$ cat config.mk
export PLATFORM = sky130hd
export DESIGN_NAME = z_servo_error_stage
export DESIGN_NICKNAME = d
export VERILOG_FILES = /design/src/hdl/z_servo_pkg.sv /design/src/hdl/z_servo_error_stage.sv
export SDC_FILE = /design/constraint.sdc
export NUM_CORES = 1
export LEC_CHECK = 0
export BUFFER_PORTS_ARGS = -buffer_cell sky130_fd_sc_hd__buf_2
export CELL_PAD_IN_SITES_DETAIL_PLACEMENT = 1
export CELL_PAD_IN_SITES_GLOBAL_PLACEMENT = 1
export CORE_MARGIN = 5
export CORE_UTILIZATION = 38
export CTS_CLUSTER_DIAMETER = 60
export DETAILED_ROUTE_END_ITERATION = 6
export GPL_TIMING_DRIVEN = 0
export PLACE_DENSITY = 0.88
export SLEW_MARGIN = 25
export SYNTH_ARGS = -nofsm -noshare
export SYNTH_HDL_FRONTEND = slang
export SYNTH_SLANG_ARGS = --single-unit
$ cat constraint.sdc
create_clock -name aclk -period 3.8 [get_ports aclk]
set_input_delay 0.38 -clock aclk [delete_from_list [all_inputs] [get_ports aclk]]
set_output_delay 0.38 -clock aclk [all_outputs]
set_load 0.005 [all_outputs]
$ cat src/hdl/z_servo_pkg.sv
package z_servo_pkg;

    ////////////////////////////////////////////////////////////////////////////
    // Word widths
    ////////////////////////////////////////////////////////////////////////////

    localparam int DATA_W        = 32;
    localparam int CONFIG_ADDR_W = 32;
    localparam int CONFIG_DATA_W = 512;

    // Gain products before the fraction shift
    localparam int PRODUCT_W      = 64;
    // cp and ci are signed Q15.16
    localparam int GAIN_FRAC_BITS = 16;

    ////////////////////////////////////////////////////////////////////////////
    // Configuration map
    ////////////////////////////////////////////////////////////////////////////

    // Slots: setpoint, cp, ci, upper, lower
    localparam logic [CONFIG_ADDR_W-1:0] CONTROL_REG_ADDR = 32'd100;
    // Slots: signal offset, control offset, z reset, transfer mode
    localparam logic [CONFIG_ADDR_W-1:0] MODES_REG_ADDR   = 32'd101;

    // Transfer mode and options bits
    localparam int MODE_ENABLE_BIT = 0;
    localparam int MODE_HOLD_BIT   = 3;
    localparam int OPTION_HOLD_BIT = 0;

    // Strobe in to strobe out
    localparam int PIPE_LATENCY = 4;

endpackage

$ cat src/hdl/z_servo_error_stage.sv
`timescale 1ns/1ps

module z_servo_error_stage
    import z_servo_pkg::*;
(
    input  logic                     aclk,
    input  logic                     rst_n,

    input  logic signed [DATA_W-1:0] sample,
    input  logic                     sample_valid,

    input  logic signed [DATA_W-1:0] signal_offset,
    input  logic signed [DATA_W-1:0] setpoint,

    output logic signed [DATA_W-1:0] error,
    output logic                     error_valid
);

    logic signed [DATA_W-1:0] difference;

    ////////////////////////////////////////////////////////////////////////////
    // Stage 1, error against setpoint
    ////////////////////////////////////////////////////////////////////////////

    // Plain 32 bit wrap, no saturation here
    assign difference = sample - signal_offset - setpoint;

    // Error word only moves with a sample
    always_ff @(posedge aclk)
    begin
        if (sample_valid)
        begin
            error <= difference;
        end
    end

    always_ff @(posedge aclk)
    begin
        if (!rst_n)
        begin
            error_valid <= 1'b0;
        end
        else
        begin
            error_valid <= sample_valid;
        end
    end

endmodule

## Yosys cells after proc, flatten, opt, wreduce, memory -nomap -nowiden

Index checks and enable logic that the tools add are counted.
Widths: inputs -> output; s select.

| word-level totals | value |
|---|---|
| bits in registers | 33 |
| latch bits | 0 |
| RAM bits | 0 |
| bits in read-only memories | 0 |
| output and inout bits | 33 |
| word-level logic and storage cells | 4 |
| memories | 0 |

| cells by class | value |
|---|---|
| $add $sub $neg | 2 |
| multiply operators | 0 |
| div/mod/pow operators | 0 |
| order comparisons | 0 |
| equality and inequality tests | 0 |
| shifts and indexed selects | 0 |
| multiplexer cells | 0 |
| bitwise gates (word level) | 0 |
| reduce and logical (&&, ||, !) cells | 0 |

Operator list:

| operator | number |
|---|---|
| $sub 32x32->32 | 2 |

## Depth between registers and ports, before layout

| depth | value |
|---|---|
| word-level depth | 2 |
| gate-level depth with buffers | 11 |
| depth with buffers taken out | 11 |

## Worst setup path before layout

Ideal clock, no wire load.

| timing | value |
|---|---|
| path type | input port to flip-flop |
| from | input port signal_offset[2] |
| to | register error[31] (data pin) |
| arrival | 2.543 ns |
| path slack | 0.997 ns |
| stages | 10 |
| path buffers | 0 |
| path through | inv_1 -> fa_1 -> ha_1 -> o21ai_0 -> o21ai_1 -> a211oi_1 -> o21ai_2 -> a311o_1 -> a221oi_2 -> xnor2_1 |

| on the way | value |
|---|---|
| cells in the longest elaborated chain, start to end | 2 |

RTL lines:

| what | RTL line | text |
|---|---|---|
| start: declaration | z_servo_error_stage.sv:12 | `input logic signed [DATA_W-1:0] signal_offset,` |
| $sub 32x32->32 (2 in series) | z_servo_error_stage.sv:26 | `assign difference = sample - signal_offset - setpoint;` |
| net difference[31] | z_servo_error_stage.sv:19 | `logic signed [DATA_W-1:0] difference;` |
| end signal: assignment | z_servo_error_stage.sv:33 | `error <= difference;` |
| end: declaration | z_servo_error_stage.sv:15 | `output logic signed [DATA_W-1:0] error,` |

The timed path passes the listed nets, and every way through them passes these cells.
A chain may end at the register's enable or synchronous reset.

## Worst setup path in the final report

| timing | value |
|---|---|
| from | input port sample[2] |
| to | register error[31] (data pin) |

| on the way | value |
|---|---|
| cells in the longest elaborated chain, start to end | 2 |

RTL lines:

| what | RTL line | text |
|---|---|---|
| start: declaration | z_servo_error_stage.sv:9 | `input logic signed [DATA_W-1:0] sample,` |
| $sub 32x32->32 (2 in series) | z_servo_error_stage.sv:26 |  |
| net difference[31] | z_servo_error_stage.sv:19 |  |

The timed path passes the listed nets, and every way through them passes these cells.

==> results_dict.tcl <==
set metrics [dict create \
    status "completed" \
    cts_buffers 5 \
    grt_pass1_vias 3728 \
    grt_pass1_wl_um 16300 \
    min_path_type "input pin to flop" \
    yosys.area.top_type_share 0.260 \
    power.internal_uw 1190 \
    syn_inst 398 \
    synth_cell_type_count 51 \
    die_w_um 109 \
    n_fill_cell 1214 \
    port_buffers 131 \
    total_power_uw 1940 \
    wl_um 10000 \
    antenna_found_initial 0 \
    clkTransAtPathRegs_ns 0.08 \
    detail-route-antenna-nets 0 \
    grt_use_met2 0.340 \
    synth_mux_area_frac 0 \
    gp_congestion 0.867 \
    vias 3342 \
    period_share 0.782 \
    die_area_mm2 0.0118 \
    first_pass_iters 4 \
    critPathLaunchType "input pin" \
    maxSlewViolCount 0 \
    synth_adder_area_share 0.280 \
    ys_seq_elements 33 \
    stdcell_count 670 \
    cp-end-kind "flop" \
    synth_warnings 0 \
    drive_above_1_share 0.279 \
    drtIter0Drc 100 \
    required_ns 3.84 \
    regArea_um2 981 \
    num-nets-final 699 \
    crit_arrival_ns 3.01 \
    endpoint "error[31]" \
    hold_violations 0 \
    cts_sinks 33 \
    yosysSeqAreaShare 0.265 \
    syn_nets 561 \
    total_leakage_power_uw 0.00228 \
    min_period_ns 2.97 \
    async_flop_share 0 \
    start_util 0.383 \
    ys_top_cells_by_area "edfxtp_1, fa_1, ha_1" \
    post-dp-hpwl_um 8760 \
    p_per_area_mw_per_mm2 420 \
    clk_path_buf_depth 2 \
    area_growth_pct 25.1 \
    grtUsageMet1 0.184 \
    multi_input_area_mm2 0.00243 \
    synthesis.area_mm2 0.00369 \
    place_inst 662 \
    tightestPinTransition_ns 0.781 \
    setup_viol 0 \
    htree_num_levels 2 \
    core_mm2 0.00964 \
    antenna_cells 0 \
    cts_root_buffer "clkbuf_8" \
    yosysTopAreaCell "edfxtp_1" \
    p_seq_frac 0.298 \
    synth_top_flop_cell "edfxtp_1" \
    drc_errors 0 \
    max_clock_freq_ghz 0.336 \
    maxCapViolations 0 \
    slew_headroom 0.479 \
    cts_tree "yes" \
    avgRoutedWirePerCell_um 14.9 \
    cp-startpoint "sample[2]" \
    fp.dieH_um 109 \
    vdd_ir_drop_max_uv 173 \
    grt_max_degree 34 \
    switchingPower_uw 749 \
    rows 36 \
    path_max_fanout 6 \
    synth_edf_count 32 \
    clock_power_share 0.173 \
    swShare 0.386 \
    grtUsageMet3 0.0304 \
    synthSimpleGateAreaFrac 0.124 \
    rsz0062_at_grt "false" \
    synth_top_family_by_area "adder cells" \
    post_cts_resized 0 \
    cts_setup_buffers 0 \
    ctsHoldBuffers 0 \
    tns_ns 0 \
    via_per_inst 4.99 \
    grt_busiest_layer "met2" \
    avgSynthCellArea_um2 9.28 \
    overflow 0 \
    synthXorXnorAreaFrac 0.0735 \
    grt_usage 0.172 \
    crit_type "input pin to flop" \
    synth_compound_area_frac 0.179 \
    ios 132 \
    fin_util 0.480 \
    p_comb_frac 0.529 \
]
[cells by family after synthesis]
group	count (synthesis)
flip-flops	33
AND/OR/NAND/NOR	97
XOR/XNOR	31
AO/OA/AOI/OAI	97
adder cells (fa/ha/maj)	64
buffers and inverters	76
[per-stage QoR]
step                      setup WS, ns  hold WS [ns]  area (µm²)
after CTS                        0.783         0.314        4620
after global routing             0.551         0.315        4620
after global placement           0.492         0.612        4520
after floorplan                  0.997         0.492        3690
final                            0.828         0.320        4620
after detailed placement         0.498         0.618        4520
[flip-flops by register name (all words and copies together), names as in the netlist]
register	count
error	32
error_valid	1
[routing by layer]
layer  vias up  share of wire
met4         0          0.012
met2        92           0.54
met3        11          0.055
met1      1606           0.39
li1       1633              -
met5         -              0
[power by group through the flow]
stage	Sequential (µW)	Combinational [µW]	Clock, µW
finish	578	1030	335
global route	587	1150	354
CTS	581	1040	345
detailed placement	589	1030	0
global placement	587	988	0
floorplan	603	658	0
[synth_stat cells, types with 2 or more instances]
cell,instances
xor2_1,14
xnor2_1,17
a21oi_1,29
a211oi_1,4
clkbuf_1,4
o21bai_1,2
a211o_1,3
nor2b_1,2
nor2_1,22
a31oi_1,5
nand4_1,3
edfxtp_1,32
inv_1,71
and2_1,5
o21ai_1,2
a21o_1,10
o31ai_1,4
ha_1,33
o21a_1,3
nor3_1,8
o211ai_1,3
nand2b_1,7
nand3_1,11
fa_1,31
o21ai_0,17
nand2_1,31
[worst max-delay path, cell delays in order]
cell and delay, ns:
buf_2 0.11, fa_1 0.48, ha_1 0.39, o21ai_0 0.25, o21ai_1 0.13, a211oi_1 0.39, o21ai_2 0.18, a311o_1 0.36
a221oi_2 0.26, xnor2_1 0.08
[worst min path at each step]
stage | start | end | slack, ns | cells past startpoint
6_report | rst_n | error_valid | 0.32 | 2
3_5_place_dp | rst_n | error_valid | 0.62 | 2
2_1_floorplan | sample_valid | error[0] | 0.49 | 0
5_1_grt | rst_n | error_valid | 0.32 | 2
3_3_place_gp | rst_n | error_valid | 0.61 | 2
4_1_cts | rst_n | error_valid | 0.31 | 2
[final cells by class]
cell class	instances	area share
plain buffers	5	0.00433
clock buffers	6	0.0157
clock inverters	2	0.00731
inverters	71	0.0576
multi-input cells	289	0.525
flip-flops and latches	33	0.212
well taps	133	0.0360
repair buffers	131	0.142
[placed cells by master, fill, tap and decap left out, drive strengths merged, types with 2 or more instances in the layout]
master and count:
buf 132, inv 71, ha 33, edfxtp 32, nand2 31, fa 31, a21oi 30, nor2 22
o21ai 20, xnor2 17, xor2 14, nand3 11, a21o 10, clkbuf 10, nor3 8, nand2b 7
and2 6, a31oi 5, o31ai 5, a211oi 5, nand4 3, o211ai 3, a211o 3, o21a 3
o21bai 2, nor2b 2, or2 2, a31o 2, or3b 2
Note: power is estimated with default switching activity, not from simulation.
