### config.mk
export PLATFORM = sky130hd
export DESIGN_NAME = z_servo_output_stage
export DESIGN_NICKNAME = d
export VERILOG_FILES = /design/src/hdl/z_servo_pkg.sv /design/src/hdl/z_servo_output_stage.sv
export SDC_FILE = /design/constraint.sdc
export NUM_CORES = 1
export LEC_CHECK = 0
export BUFFER_PORTS_ARGS = -buffer_cell sky130_fd_sc_hd__buf_2
export CAP_MARGIN = 40
export CORE_MARGIN = 2
export CORE_UTILIZATION = 45
export CTS_CLUSTER_DIAMETER = 30
export DETAILED_ROUTE_END_ITERATION = 6
export PLACE_DENSITY = 0.77
export SLEW_MARGIN = 10
export SYNTH_ARGS = -nofsm -noshare
export SYNTH_HDL_FRONTEND = slang
export SYNTH_SLANG_ARGS = --single-unit
### constraint.sdc
create_clock -name aclk -period 2.2 [get_ports aclk]
set_input_delay 0.22 -clock aclk [delete_from_list [all_inputs] [get_ports aclk]]
set_output_delay 0.22 -clock aclk [all_outputs]
set_load 0.005 [all_outputs]
### src/hdl/z_servo_pkg.sv
package z_servo_pkg;

    ////////////////////////////////////////////////////////////////////////////
    // Word widths
    ////////////////////////////////////////////////////////////////////////////

    localparam int DATA_W        = 32;
    localparam int CONFIG_ADDR_W = 32;
    localparam int CONFIG_DATA_W = 512;

    // Gain products before the fraction shift
    localparam int PRODUCT_W      = 64;
    // cp and ci are signed Q15.16
    localparam int GAIN_FRAC_BITS = 16;

    ////////////////////////////////////////////////////////////////////////////
    // Configuration map
    ////////////////////////////////////////////////////////////////////////////

    // Slots: setpoint, cp, ci, upper, lower
    localparam logic [CONFIG_ADDR_W-1:0] CONTROL_REG_ADDR = 32'd100;
    // Slots: signal offset, control offset, z reset, transfer mode
    localparam logic [CONFIG_ADDR_W-1:0] MODES_REG_ADDR   = 32'd101;

    // Transfer mode and options bits
    localparam int MODE_ENABLE_BIT = 0;
    localparam int MODE_HOLD_BIT   = 3;
    localparam int OPTION_HOLD_BIT = 0;

    // Strobe in to strobe out
    localparam int PIPE_LATENCY = 4;

endpackage

### src/hdl/z_servo_output_stage.sv
`timescale 1ns/1ps

module z_servo_output_stage
    import z_servo_pkg::*;
(
    input  logic                     aclk,
    input  logic                     rst_n,

    input  logic signed [DATA_W-1:0] servo_value,
    input  logic                     servo_valid,

    input  logic signed [DATA_W-1:0] control_offset,

    output logic signed [DATA_W-1:0] control,
    output logic                     control_valid
);

    ////////////////////////////////////////////////////////////////////////////
    // Stage 4, control signal offset
    ////////////////////////////////////////////////////////////////////////////

    // Wraps at 32 bits like the error stage
    always_ff @(posedge aclk)
    begin
        if (servo_valid)
        begin
            control <= servo_value + control_offset;
        end
    end

    always_ff @(posedge aclk)
    begin
        if (!rst_n)
        begin
            control_valid <= 1'b0;
        end
        else
        begin
            control_valid <= servo_valid;
        end
    end

    // Strobe leaves the core, keep it clean
    assert property (@(posedge aclk) disable iff (!rst_n)
        !$isunknown(control_valid))
        else $error("control_valid is unknown");

endmodule

# Word level (Yosys, flattened, before mapping)
# Cells that the tools add are included.
[totals] ff_bits=33 latch_bits=0 ram_bits=0 romBits=0 inputBits=67 output_inout_bits=33 elab_cells=3 memories=0
[op_classes] add_sub_neg=1 mul=0 n_div=0 magnitude_cmp=0 n_eq_ne=0 shift=0 n_mux=0 bitwise_logic=0 reduce_logical=0
[ops] operator="32-bit adder" count=1

# Longest topological paths before layout
[logic_depth] word_depth=1 depth_mapped=9 depth_no_buf=9

# Worst setup path before layout
# Ideal clock, no wire load.
[synth_timing] path_kind="input to register" startpoint="in servo_value[0]" endpoint="reg control[26] (data pin)" setup_time_ps=265 t_arrival_ps=2018 t_required_ps=1935 setup_slack_ps=-83 stages=9 path_buffers=0 path_cell_list="ha_1 fa_1 a21o_1 a31o_1 nand2_1 o221ai_1 a311oi_1 o21bai_1 xor2_1"
[synth_via] elab_chain_len=1
[synth_rtl] item="start: declaration" line="z_servo_output_stage.sv:9" text="input logic signed [DATA_W-1:0] servo_value,"
[synth_rtl] item="32-bit adder" line="z_servo_output_stage.sv:27" text="control <= servo_value + control_offset;"
[synth_rtl] item="end signal: assignment" line="z_servo_output_stage.sv:27"
[synth_rtl] item="end: declaration" line="z_servo_output_stage.sv:14" text="output logic signed [DATA_W-1:0] control,"
# No other way between the ends.
# A chain may end at the register's enable or synchronous reset.

# Final worst setup path
[layout_timing] startpoint="in control_offset[10]" endpoint="reg control[31] (data pin)"
[layout_via] elab_chain_len=1
[layout_rtl] item="start: declaration" line="z_servo_output_stage.sv:12" text="input logic signed [DATA_W-1:0] control_offset,"
[layout_rtl] item="32-bit adder" line="z_servo_output_stage.sv:27"
# No other way between the ends.

==> results.sh <==
export IMPL_wl_met2_um=3488
export IMPL_p_sw_share_pct=29.78
export IMPL_async_flop_share_pct=0
export IMPL_wl_um=7190
export IMPL_die_h_um=81.96
export IMPL_ys_seq_area_share_pct=35.86
export IMPL_critPathCaptureType="flop"
export IMPL_final_nets=530
export IMPL_syn_area_mm2=0.002735
export IMPL_antenna_left=0
export IMPL_avgSynthCellArea_um2=9.982
export IMPL_cp_arrival_ps=2130
export IMPL_hold_violations=0
export IMPL_gp_congestion=0.8666
export IMPL_area_growth_pct=46.29
export IMPL_topRoutingLayerUsed="met4"
export IMPL_ys_flop_type="edfxtp_1"
export IMPL_firstDrtPassIters=4
export IMPL_syn_inst=274
export IMPL_numCtsBuffers=5
export IMPL_final_fill_count=453
export IMPL_crit_path_start_kind="primary input"
export IMPL_grt_pass1_vias=2641
export IMPL_intPower_mw=1.669
export IMPL_multi_input_area_mm2=0.001834
export IMPL_antenna_found_initial=0
export IMPL_path_class="primary input to flop"
export IMPL_setup_viol=0
export IMPL_core_area_mm2=0.005886
export IMPL_p_per_area_mw_per_mm2=593.9
export IMPL_grt_max_degree=34
export IMPL_netlist_top_cell_by_area="edfxtp_1"
export IMPL_yosys_warnings=0
export IMPL_clk_pin_slew_ps=80
export IMPL_synth_edf_count=32
export IMPL_boundaryPins=100
export IMPL_rsz0062_at_grt="no"
export IMPL_status="finished clean"
export IMPL_regArea_um2=980.9
export IMPL_dr_total_vias=2686
export IMPL_rows=28
export IMPL_tightest_slew_ps=758.9
export IMPL_cp_required_ps=2240
export IMPL_cts_tree="done"
export IMPL_netlist_area_leader_share_pct=35.13
export IMPL_period_minus_slack_ps=2092
export IMPL_post_cts_buffers=0
export IMPL_cts_sinks=33
export IMPL_wl_met3_um=375
export IMPL_dieArea_mm2=0.006717
export IMPL_synth_cell_types=54
export IMPL_max_freq_mhz=478.0
export IMPL_p_sw_mw=0.7078
export IMPL_ys_seq_elements=33
export IMPL_p_seq_share_pct=35.9
export IMPL_gr_total_overflow=0
export IMPL_synth_area_leaders="edfxtp_1 (35%), ha_1 (14%), a21oi_1 (5.3%)"
export IMPL_path_cells="buf_2 -> ha_4 -> and3_1 -> o211ai_1 -> o21bai_4 -> a22oi_4 -> a31oi_4 -> o311a_1 -> or3_1"
export IMPL_cts_root_buf="clkbuf_8"
export IMPL_critPathMaxStageDelay_ps=340
export IMPL_power_frac_comb_pct=38.8
export IMPL_p_clk_share_pct=25.3
export IMPL_maxCapViolCount=0
export IMPL_finalCritPeriodShare_pct=95.09
export IMPL_drc=0
export IMPL_die_width_um=81.96
export IMPL_finalCoreUtilization_pct=67.98
export IMPL_start_util_pct=46.47
export IMPL_grt_usage_pct=22.18
export IMPL_hold_worst_slack_ps=147.1
export IMPL_viasPerCell=5.298
export IMPL_report_final_slew_viol_count=0
export IMPL_cp_max_fo=5
export IMPL_cts_htree_levels=2
export IMPL_drt_iter0_drc=171
export IMPL_relSlewSlack_pct=49.40
export IMPL_drive_above_1_share_pct=44.68
export IMPL_diodes=0
export IMPL_grt_pass1_wl_um=11510
export IMPL_dp_hpwl_um=5839
export IMPL_max_vdd_ir_drop_mv=0.3417
export IMPL_finalSetupTns_ps=0
export IMPL_hold_path_class="primary input to flop"
export IMPL_p_leak_nw=1.882
export IMPL_clk_path_buf_depth=2
export IMPL_drt_met1_wl_um=3226
export IMPL_portBuffers=99
export IMPL_drt_wirelength_per_cell_um=14.18
export IMPL_synthesis_nets=373
export IMPL_crit_path_top_delay_cell="o311a_1"
export IMPL_fin_total_pwr_mw=2.377
registers in the layout (all words and copies together) (netlist names):
register and cells:
control 32, control_valid 1
synthesized netlist by cell type, types with 2 or more instances:
master and number:
a211oi_1 3, a21o_1 19, a21oi_1 29, a311oi_1 2
a31oi_1 3, and3_1 2, buf_2 4, clkbuf_1 6
edfxtp_1 32, ha_1 31, inv_1 5, mux2i_1 2
nand2_1 19, nand2b_1 2, nand3_1 10, nand4_1 7
nor2_1 12, nor3_1 4, o211ai_1 2, o21a_1 2
o21ai_0 7, o21ai_1 7, o21bai_1 4, o221ai_1 2
o311ai_1 2, or2_2 2, xnor2_1 13, xor2_1 15
per-stage QoR:
step                      setup WS, ps  instance area, um2  instances
after CTS                        10.32                3959        507
after global placement          -283.4                3839        499
after global routing             8.449                4001        507
after detailed placement        -326.7                3839        499
after floorplan                 -4.984                2834        274
final                            108.1                4001        507
worst paths after layout:
check / start / to / cells after the start
worst max-delay path: control_offset[10] / control[31] / 9
worst min-delay path: rst_n / control_valid / 2
critical path, delay by kind of cell:
family | cells | cell delay (ps)
adder cells (fa/ha/maj) | 1 | 280
AND/OR/NAND/NOR | 2 | 520
AO/OA/AOI/OAI | 5 | 1000
buffers and inverters | 1 | 110
logic make-up (layout without fill, tap and decap cells):
logic type | Yosys count | in the layout | synth area share, %
adders and majority gates | 32 | 32 | 14.91
buffers and inverters | 16 | 174 | 2.379
DFF | 33 | 33 | 35.86
and+or+nand+nor | 66 | 66 | 11.80
AOI/OAI and AO/OA | 97 | 97 | 25.34
xor gates and xnor gates | 28 | 28 | 8.966
muxes | 2 | 2 | 0.7320
cell type report:
type / instances / share of cell area, %
well taps: 75 / 2.345
inverters: 6 / 0.5629
multi-input cells: 225 / 45.84
clock inverters: 1 / 0.7505
flip-flops and latches: 33 / 24.52
clock buffers: 7 / 2.158
repair buffers: 160 / 23.83
metal layers:
metal  track usage, %  vias up
met5                0        -
met3            3.516        7
met4            7.500        0
met1            27.96     1231
met2            38.46       82
li1                 -     1366
power groups by stage:
stage	combinational, mW	clock (mW)	sequential (mW)
6_report	0.923	0.601	0.853
5_1_grt	1.02	0.639	0.861
4_1_cts	0.907	0.610	0.854
3_5_place_dp	0.901	0	0.867
3_3_place_gp	0.881	0	0.863
2_1_floorplan	0.469	0	0.878
layout by cell type (no fill, tap or decap), drive strengths merged, types with 2 or more instances in the layout:
master | Yosys | routed
buf | 4 | 160
edfxtp | 32 | 32
ha | 31 | 31
a21oi | 29 | 29
a21o | 19 | 19
nand2 | 19 | 19
xor2 | 15 | 15
o21ai | 15 | 15
xnor2 | 13 | 13
nor2 | 12 | 12
nand3 | 10 | 10
nand4 | 7 | 7
clkbuf | 6 | 7
inv | 6 | 6
o21bai | 5 | 5
nor3 | 4 | 4
a31oi | 4 | 4
or2 | 3 | 3
o211ai | 3 | 3
a211oi | 3 | 3
o21a | 2 | 2
and3 | 2 | 2
nand2b | 2 | 2
mux2i | 2 | 2
a311oi | 2 | 2
o221ai | 2 | 2
o311ai | 2 | 2
repair_timing:
item | CTS | global route
resized for setup | 1 | 8
hold buffers | 0 | 0
setup endpoints to repair | 1 | 10
Power figures use the tool's default switching activity.
