## config.mk

```make
export PLATFORM = sky130hd
export DESIGN_NAME = z_servo_configuration
export DESIGN_NICKNAME = d
export VERILOG_FILES = /design/src/hdl/z_servo_pkg.sv /design/src/hdl/z_servo_configuration.sv
export SDC_FILE = /design/constraint.sdc
export NUM_CORES = 1
export LEC_CHECK = 0
export ABC_CLOCK_PERIOD_IN_PS = 1750
export BUFFER_PORTS_ARGS = -buffer_cell sky130_fd_sc_hd__buf_4
export CAP_MARGIN = 20
export CORE_AREA = 2 2 324 326
export CTS_BUF_LIST = sky130_fd_sc_hd__clkbuf_16
export DETAILED_ROUTE_END_ITERATION = 8
export DIE_AREA = 0 0 326 328
export SYNTH_ARGS = -nofsm -noshare
export SYNTH_HDL_FRONTEND = slang
export SYNTH_SLANG_ARGS = --single-unit
```

## constraint.sdc

```tcl
create_clock -name aclk -period 1.75 [get_ports aclk]
set_input_delay 0.0875 -clock aclk [delete_from_list [all_inputs] [get_ports aclk]]
set_output_delay 0.0875 -clock aclk [all_outputs]
set_load 0.01 [all_outputs]
```

## src/hdl/z_servo_pkg.sv

```systemverilog
package z_servo_pkg;

    ////////////////////////////////////////////////////////////////////////////
    // Word widths
    ////////////////////////////////////////////////////////////////////////////

    localparam int DATA_W        = 32;
    localparam int CONFIG_ADDR_W = 32;
    localparam int CONFIG_DATA_W = 512;

    // Gain products before the fraction shift
    localparam int PRODUCT_W      = 64;
    // cp and ci are signed Q15.16
    localparam int GAIN_FRAC_BITS = 16;

    ////////////////////////////////////////////////////////////////////////////
    // Configuration map
    ////////////////////////////////////////////////////////////////////////////

    // Slots: setpoint, cp, ci, upper, lower
    localparam logic [CONFIG_ADDR_W-1:0] CONTROL_REG_ADDR = 32'd100;
    // Slots: signal offset, control offset, z reset, transfer mode
    localparam logic [CONFIG_ADDR_W-1:0] MODES_REG_ADDR   = 32'd101;

    // Transfer mode and options bits
    localparam int MODE_ENABLE_BIT = 0;
    localparam int MODE_HOLD_BIT   = 3;
    localparam int OPTION_HOLD_BIT = 0;

    // Strobe in to strobe out
    localparam int PIPE_LATENCY = 4;

endpackage

```

## src/hdl/z_servo_configuration.sv

```systemverilog
`timescale 1ns/1ps

module z_servo_configuration
    import z_servo_pkg::*;
(
    input  logic                             aclk,
    input  logic                             rst_n,

    input  logic        [CONFIG_ADDR_W-1:0]  config_addr,
    input  logic        [CONFIG_DATA_W-1:0]  config_data,
    input  logic        [DATA_W-1:0]         options,

    output logic signed [DATA_W-1:0]         setpoint,
    output logic signed [DATA_W-1:0]         cp,
    output logic signed [DATA_W-1:0]         ci,
    output logic signed [DATA_W-1:0]         upper_bound,
    output logic signed [DATA_W-1:0]         lower_bound,

    output logic signed [DATA_W-1:0]         signal_offset,
    output logic signed [DATA_W-1:0]         control_offset,
    output logic signed [DATA_W-1:0]         z_reset,
    output logic                             servo_enable,
    output logic                             servo_hold
);

    // Full mode word, log and FCZ bits stay in here without function
    logic [DATA_W-1:0] r_transfer_mode;
    logic [DATA_W-1:0] r_options;

    ////////////////////////////////////////////////////////////////////////////
    // Register bank
    ////////////////////////////////////////////////////////////////////////////

    always_ff @(posedge aclk)
    begin
        if (!rst_n)
        begin
            setpoint        <= '0;
            cp              <= '0;
            ci              <= '0;
            upper_bound     <= '0;
            lower_bound     <= '0;
            signal_offset   <= '0;
            control_offset  <= '0;
            z_reset         <= '0;
            r_transfer_mode <= '0;
            r_options       <= '0;
        end
        else
        begin
            case (config_addr)
                CONTROL_REG_ADDR:
                begin
                    setpoint    <= config_data[0*DATA_W +: DATA_W];
                    cp          <= config_data[1*DATA_W +: DATA_W];
                    ci          <= config_data[2*DATA_W +: DATA_W];
                    upper_bound <= config_data[3*DATA_W +: DATA_W];
                    lower_bound <= config_data[4*DATA_W +: DATA_W];
                end

                MODES_REG_ADDR:
                begin
                    signal_offset   <= config_data[0*DATA_W +: DATA_W];
                    // Usually zero
                    control_offset  <= config_data[1*DATA_W +: DATA_W];
                    z_reset         <= config_data[2*DATA_W +: DATA_W];
                    r_transfer_mode <= config_data[3*DATA_W +: DATA_W];
                end

                default:
                begin
                    // Other addresses belong to other blocks
                end
            endcase

            // Options come from another clocked block, buffer once
            r_options <= options;
        end
    end

    ////////////////////////////////////////////////////////////////////////////
    // Mode decode
    ////////////////////////////////////////////////////////////////////////////

    assign servo_enable = r_transfer_mode[MODE_ENABLE_BIT];

    // Hold from the mode word or from the options word
    assign servo_hold = r_transfer_mode[MODE_HOLD_BIT] | r_options[OPTION_HOLD_BIT];

endmodule

```

### After elaboration in Yosys (flattened, before gate mapping)

Index checks and enable logic that the tools add are counted.

| storage, ports and cells | value |
|---|---|
| flip-flop bits (word level) | 261 |
| output and inout port bits | 258 |
| logic and storage cells | 13 |

| operators by class | value |
|---|---|
| equal/unequal tests | 2 |
| bitwise operators | 1 |

Operators by type and width:

| operator | count |
|---|---|
| equality test 32 x 7 -> 1 bit, second input constant | 2 |
| OR 1 bit | 1 |

### Depth between registers and ports, before layout

| logic depth | value |
|---|---|
| depth in word-level cells | 1 |
| mapped depth | 7 |
| gate-level depth less buffers | 4 |

### Least setup slack after synthesis

No wires, ideal clock.

| timing | value |
|---|---|
| path kind | in2reg |
| from | input port config_addr[7] |
| to | register ci[0] |
| data arrival time | 1.351 ns |
| setup slack | 0.328 ns |
| stages | 7 |
| path buffers | 3 |
| cell sequence | nor4b_1 > nand4_1 > nor3_1 > buf_2 > buf_8 > buf_12 > mux2i_1 |

| on the way | value |
|---|---|
| longest elaborated chain between the ends | 1 |

RTL lines:

| element | RTL line | source |
|---|---|---|
| start: declaration | z_servo_configuration.sv:9 | `input logic [CONFIG_ADDR_W-1:0] config_addr,` |
| equality test 32 x 7 -> 1 bit | z_servo_configuration.sv:51 | `case (config_addr)` |
| end signal: assignment | z_servo_configuration.sv:56 | `ci <= config_data[2*DATA_W +: DATA_W];` |
| end: declaration | z_servo_configuration.sv:15 | `output logic signed [DATA_W-1:0] ci,` |

Every way passes these cells.
A chain may end at the register's enable or synchronous reset.

### Final worst setup path

| timing | value |
|---|---|
| from | register r_options[0] |
| to | output port servo_hold |

| on the way | value |
|---|---|
| longest elaborated chain between the ends | 1 |

RTL lines:

| element | RTL line | source |
|---|---|---|
| start: declaration | z_servo_configuration.sv:28 | `logic [DATA_W-1:0] r_options;` |
| start signal: assignment | z_servo_configuration.sv:77 | `r_options <= options;` |
| OR 1 bit | z_servo_configuration.sv:88 | `assign servo_hold = r_transfer_mode[MODE_HOLD_BIT] \| r_options[OPTION_HOLD_BIT];` |
| end: declaration | z_servo_configuration.sv:23 | `output logic servo_hold` |

Every way passes these cells.

==> out/qor.csv <==
stage,metric,value,unit
grt,track_usage,0.0890,
drt,drc_errors,0,
cts,cts_setup_buffers,0,
drt,wl,49.1,mm
layout,layout_common_cells,"buf_4, nand2_1, dfxtp_1, mux2i_1, dlygate4sd3_1",
grt,top_usage_layer,met2,
layout,regArea,5180,um2
critical_path,reg2reg_depth,2,
yosys,syn_nets,1604,
grt,antenna_found_initial,5,
worst_hold_path,whs_path_depth,3,
timing,report.final.slew_viol_count,0,
run,drv_cap,0,
cts,clk_latency,0.61,ns
cts,cts_tree,yes,
critical_path,crit_fanout,1,
worst_hold_path,min_to,z_reset[4]$_SDFFE_PN0N_,
pwr,power.total,14.1,mW
drt,drtPass1Iterations,6,
drt,vias,9268,
floorplan,core-area,103000,um2
critical_path,r2r_setup_slack,0.99,ns
cts,clock_path_buffers,3,
critical_path,crit_arrival,1.40,ns
placed_design,io_buffer_count,452,
yosys,synth_seq_cells,259,
timing,period_share,0.851,
yosys,synthesis.area,9980,um2
pwr,power_density,781,nW/um2
critical_path,crit_required,1.66,ns
floorplan,std_cell_rows,118,
timing,fin_crit,1.49,ns
drt,drt-vias-per-instance,3.02,
timing,hold_viol_final,2,
timing,fmax,671,MHz
floorplan,pin_count,836,
critical_path,crit_path_start_kind,flip-flop,
floorplan,die_w,326,um
grt,grt_first_pass_wirelength,68.7,mm
critical_path,end_kind,output pin,
grt,use_met1,0.103,
layout,drive_above_1_share,0.339,
critical_path,worstSetupPathType,flip-flop to output pin,
yosys,postSynthAreaPerCell,9.73,um2
timing,setup_viol,0,
cts,cts.clk_slew.worst_paths,0.06,ns
grt,met3_usage,0.0588,
run_status,status,finished with violations,
pwr,p_leak,7.11,nW
yosys,syn-instance-count,1026,
placed_design,routabilityCongestion,0.786,
worst_hold_path,min_path_type,primary input to flip-flop,
placed_design,place_hpwl,39.1,mm
layout,multiInputGateArea,4260,um2
grt,overflow,0,
timing,skew,0,ns
cts,cts.sinks,259,
critical_path,r2r_start,z_reset[0]$_SDFFE_PN0N_,
yosys,synth-seq-area-share,0.520,
drt,dr.first_iter.drc_count,322,
floorplan,dieArea,107000,um2
drt,post_drt_wl_per_cell,16.0,um
layout,num_antenna_cells,0,
yosys,synth_warnings,0,
timing,rsz0062_at_grt,false,
floorplan,initial_core_util,0.0967,
grt,met2_usage,0.125,
timing,whs,-0.0168,ns
cts,h-tree-depth,1,
grt,grt_max_degree,48,
layout,layout.nets,2238,
timing,relSlewSlack,0.779,
drt,ant_nets,0,
grt,grt_pass1_vias,9713,
layout,syn2layout_area_growth,80.7,%
yosys,synth_cell_types,17,
layout,fillCellCount,11400,
layout,final_common_cell,buf_4,
run_status,violations,negative hold slack,
timing,worst_pin_slew,0.328,ns
critical_path,reg2reg_to,z_reset[0]$_SDFFE_PN0N_,
pwr,irDropWorstVdd,0.000737,V
worst_hold_path,min-delay-start,config_data[68],
cts,numCtsBuffers,31,
layout,stdcell_count,3065,
cts,root_buffer,clkbuf_16,
placed_design,placed_cells,2846,
floorplan,die_y,328,um
==> how the worst max path moves through the flow <==
stage                                  startpoint                      endpoint  slack [ns]  cells after the start
after floorplan                    config_addr[7]            ci[0]$_SDFFE_PN0N_        0.33                      7
after global placement             config_addr[1]   lower_bound[5]$_SDFFE_PN0N_       -0.27                      7
after detailed placement           config_addr[1]  lower_bound[31]$_SDFFE_PN0N_       -0.29                      7
after CTS                 r_options[0]$_SDFF_PN0_                    servo_hold        0.19                      2
after global routing               config_addr[1]           cp[21]$_SDFFE_PN0N_        0.17                      7
final                     r_options[0]$_SDFF_PN0_                    servo_hold        0.26                      2
==> synthesized netlist by cell type <==
cell type / number / share of area
nand2_1: 418 / 0.16
dfxtp_1: 259 / 0.52
mux2i_1: 258 / 0.26
clkbuf_1: 47 / 0.018
buf_4: 13 / 0.0098
buf_12: 10 / 0.020
nor4_1: 4 / 0.0025
buf_8: 3 / 0.0045
nor3_1: 3 / 0.0015
buf_2: 2 / 0.0010
nand4_1: 2 / 0.0013
nor4b_1: 2 / 0.0018
and2_1: 1 / 0.00063
buf_6: 1 / 0.0011
inv_1: 1 / 0.00038
nor4b_2: 1 / 0.0015
or2_2: 1 / 0.00063
==> stage by stage <==
step / setup TNS [ns] / utilization / area [um2] / worst slack, ns
floorplan: 0 / - / 9980 / 0.328
global placement: -45.03 / 0.148 / 15300 / -0.270
detailed placement: -43.00 / 0.148 / 15300 / -0.291
CTS: 0 / 0.175 / 18000 / 0.190
global route: 0 / 0.175 / 18000 / 0.170
finish: 0 / 0.175 / 18000 / 0.261
==> timing repair <==
action,4_1_cts,5_1_grt
hold endpoints to repair,257,0
hold buffers,161,0
gates resized for setup,0,0
==> cell families (layout without fill, tap and decap cells) <==
kind of cell | Yosys count | count (layout) | share of synthesized area
multiplexers | 258 | 258 | 0.259
buffers and inverters | 77 | 736 | 0.0545
AND/OR/NAND/NOR | 432 | 432 | 0.167
flip-flops | 259 | 259 | 0.520
==> state kept, by name, summed over array words and instances (netlist names) <==
register         count
setpoint            32
r_transfer_mode      2
control_offset      32
signal_offset       32
lower_bound         32
ci                  32
z_reset             32
upper_bound         32
r_options            1
cp                  32
==> worst max-delay path, stage by stage, from the launching register on <==
cell and delay, ns:
dfxtp_1 0.36, or2_2 0.28, buf_4 0.15
==> final cells by class <==
type                            instances  share of cell area
Clock buffer                           31              0.0430
Clock inverter                         27              0.0187
Inverter                                1            0.000208
Multi-Input combinational cell        690               0.236
Sequential cell                       259               0.288
Tap cell                             1380              0.0958
Timing Repair Buffer                  677               0.319
==> metal layers <==
| metal | share of wire | vias up |
|---|---|---|
| li1 | - | 4615 |
| met1 | 0.41 | 4137 |
| met2 | 0.38 | 440 |
| met3 | 0.15 | 72 |
| met4 | 0.056 | 4 |
| met5 | 0.00041 | - |
==> power by group <==
group	total [mW]	internal (mW)	leakage, nW	switching [mW]
Sequential	5.90	5.90	2.09	0.00179
Combinational	1.07	0.621	4.46	0.444
Clock	7.12	4.28	0.556	2.84
No activity file was read; power rests on OpenSTA's default activity.
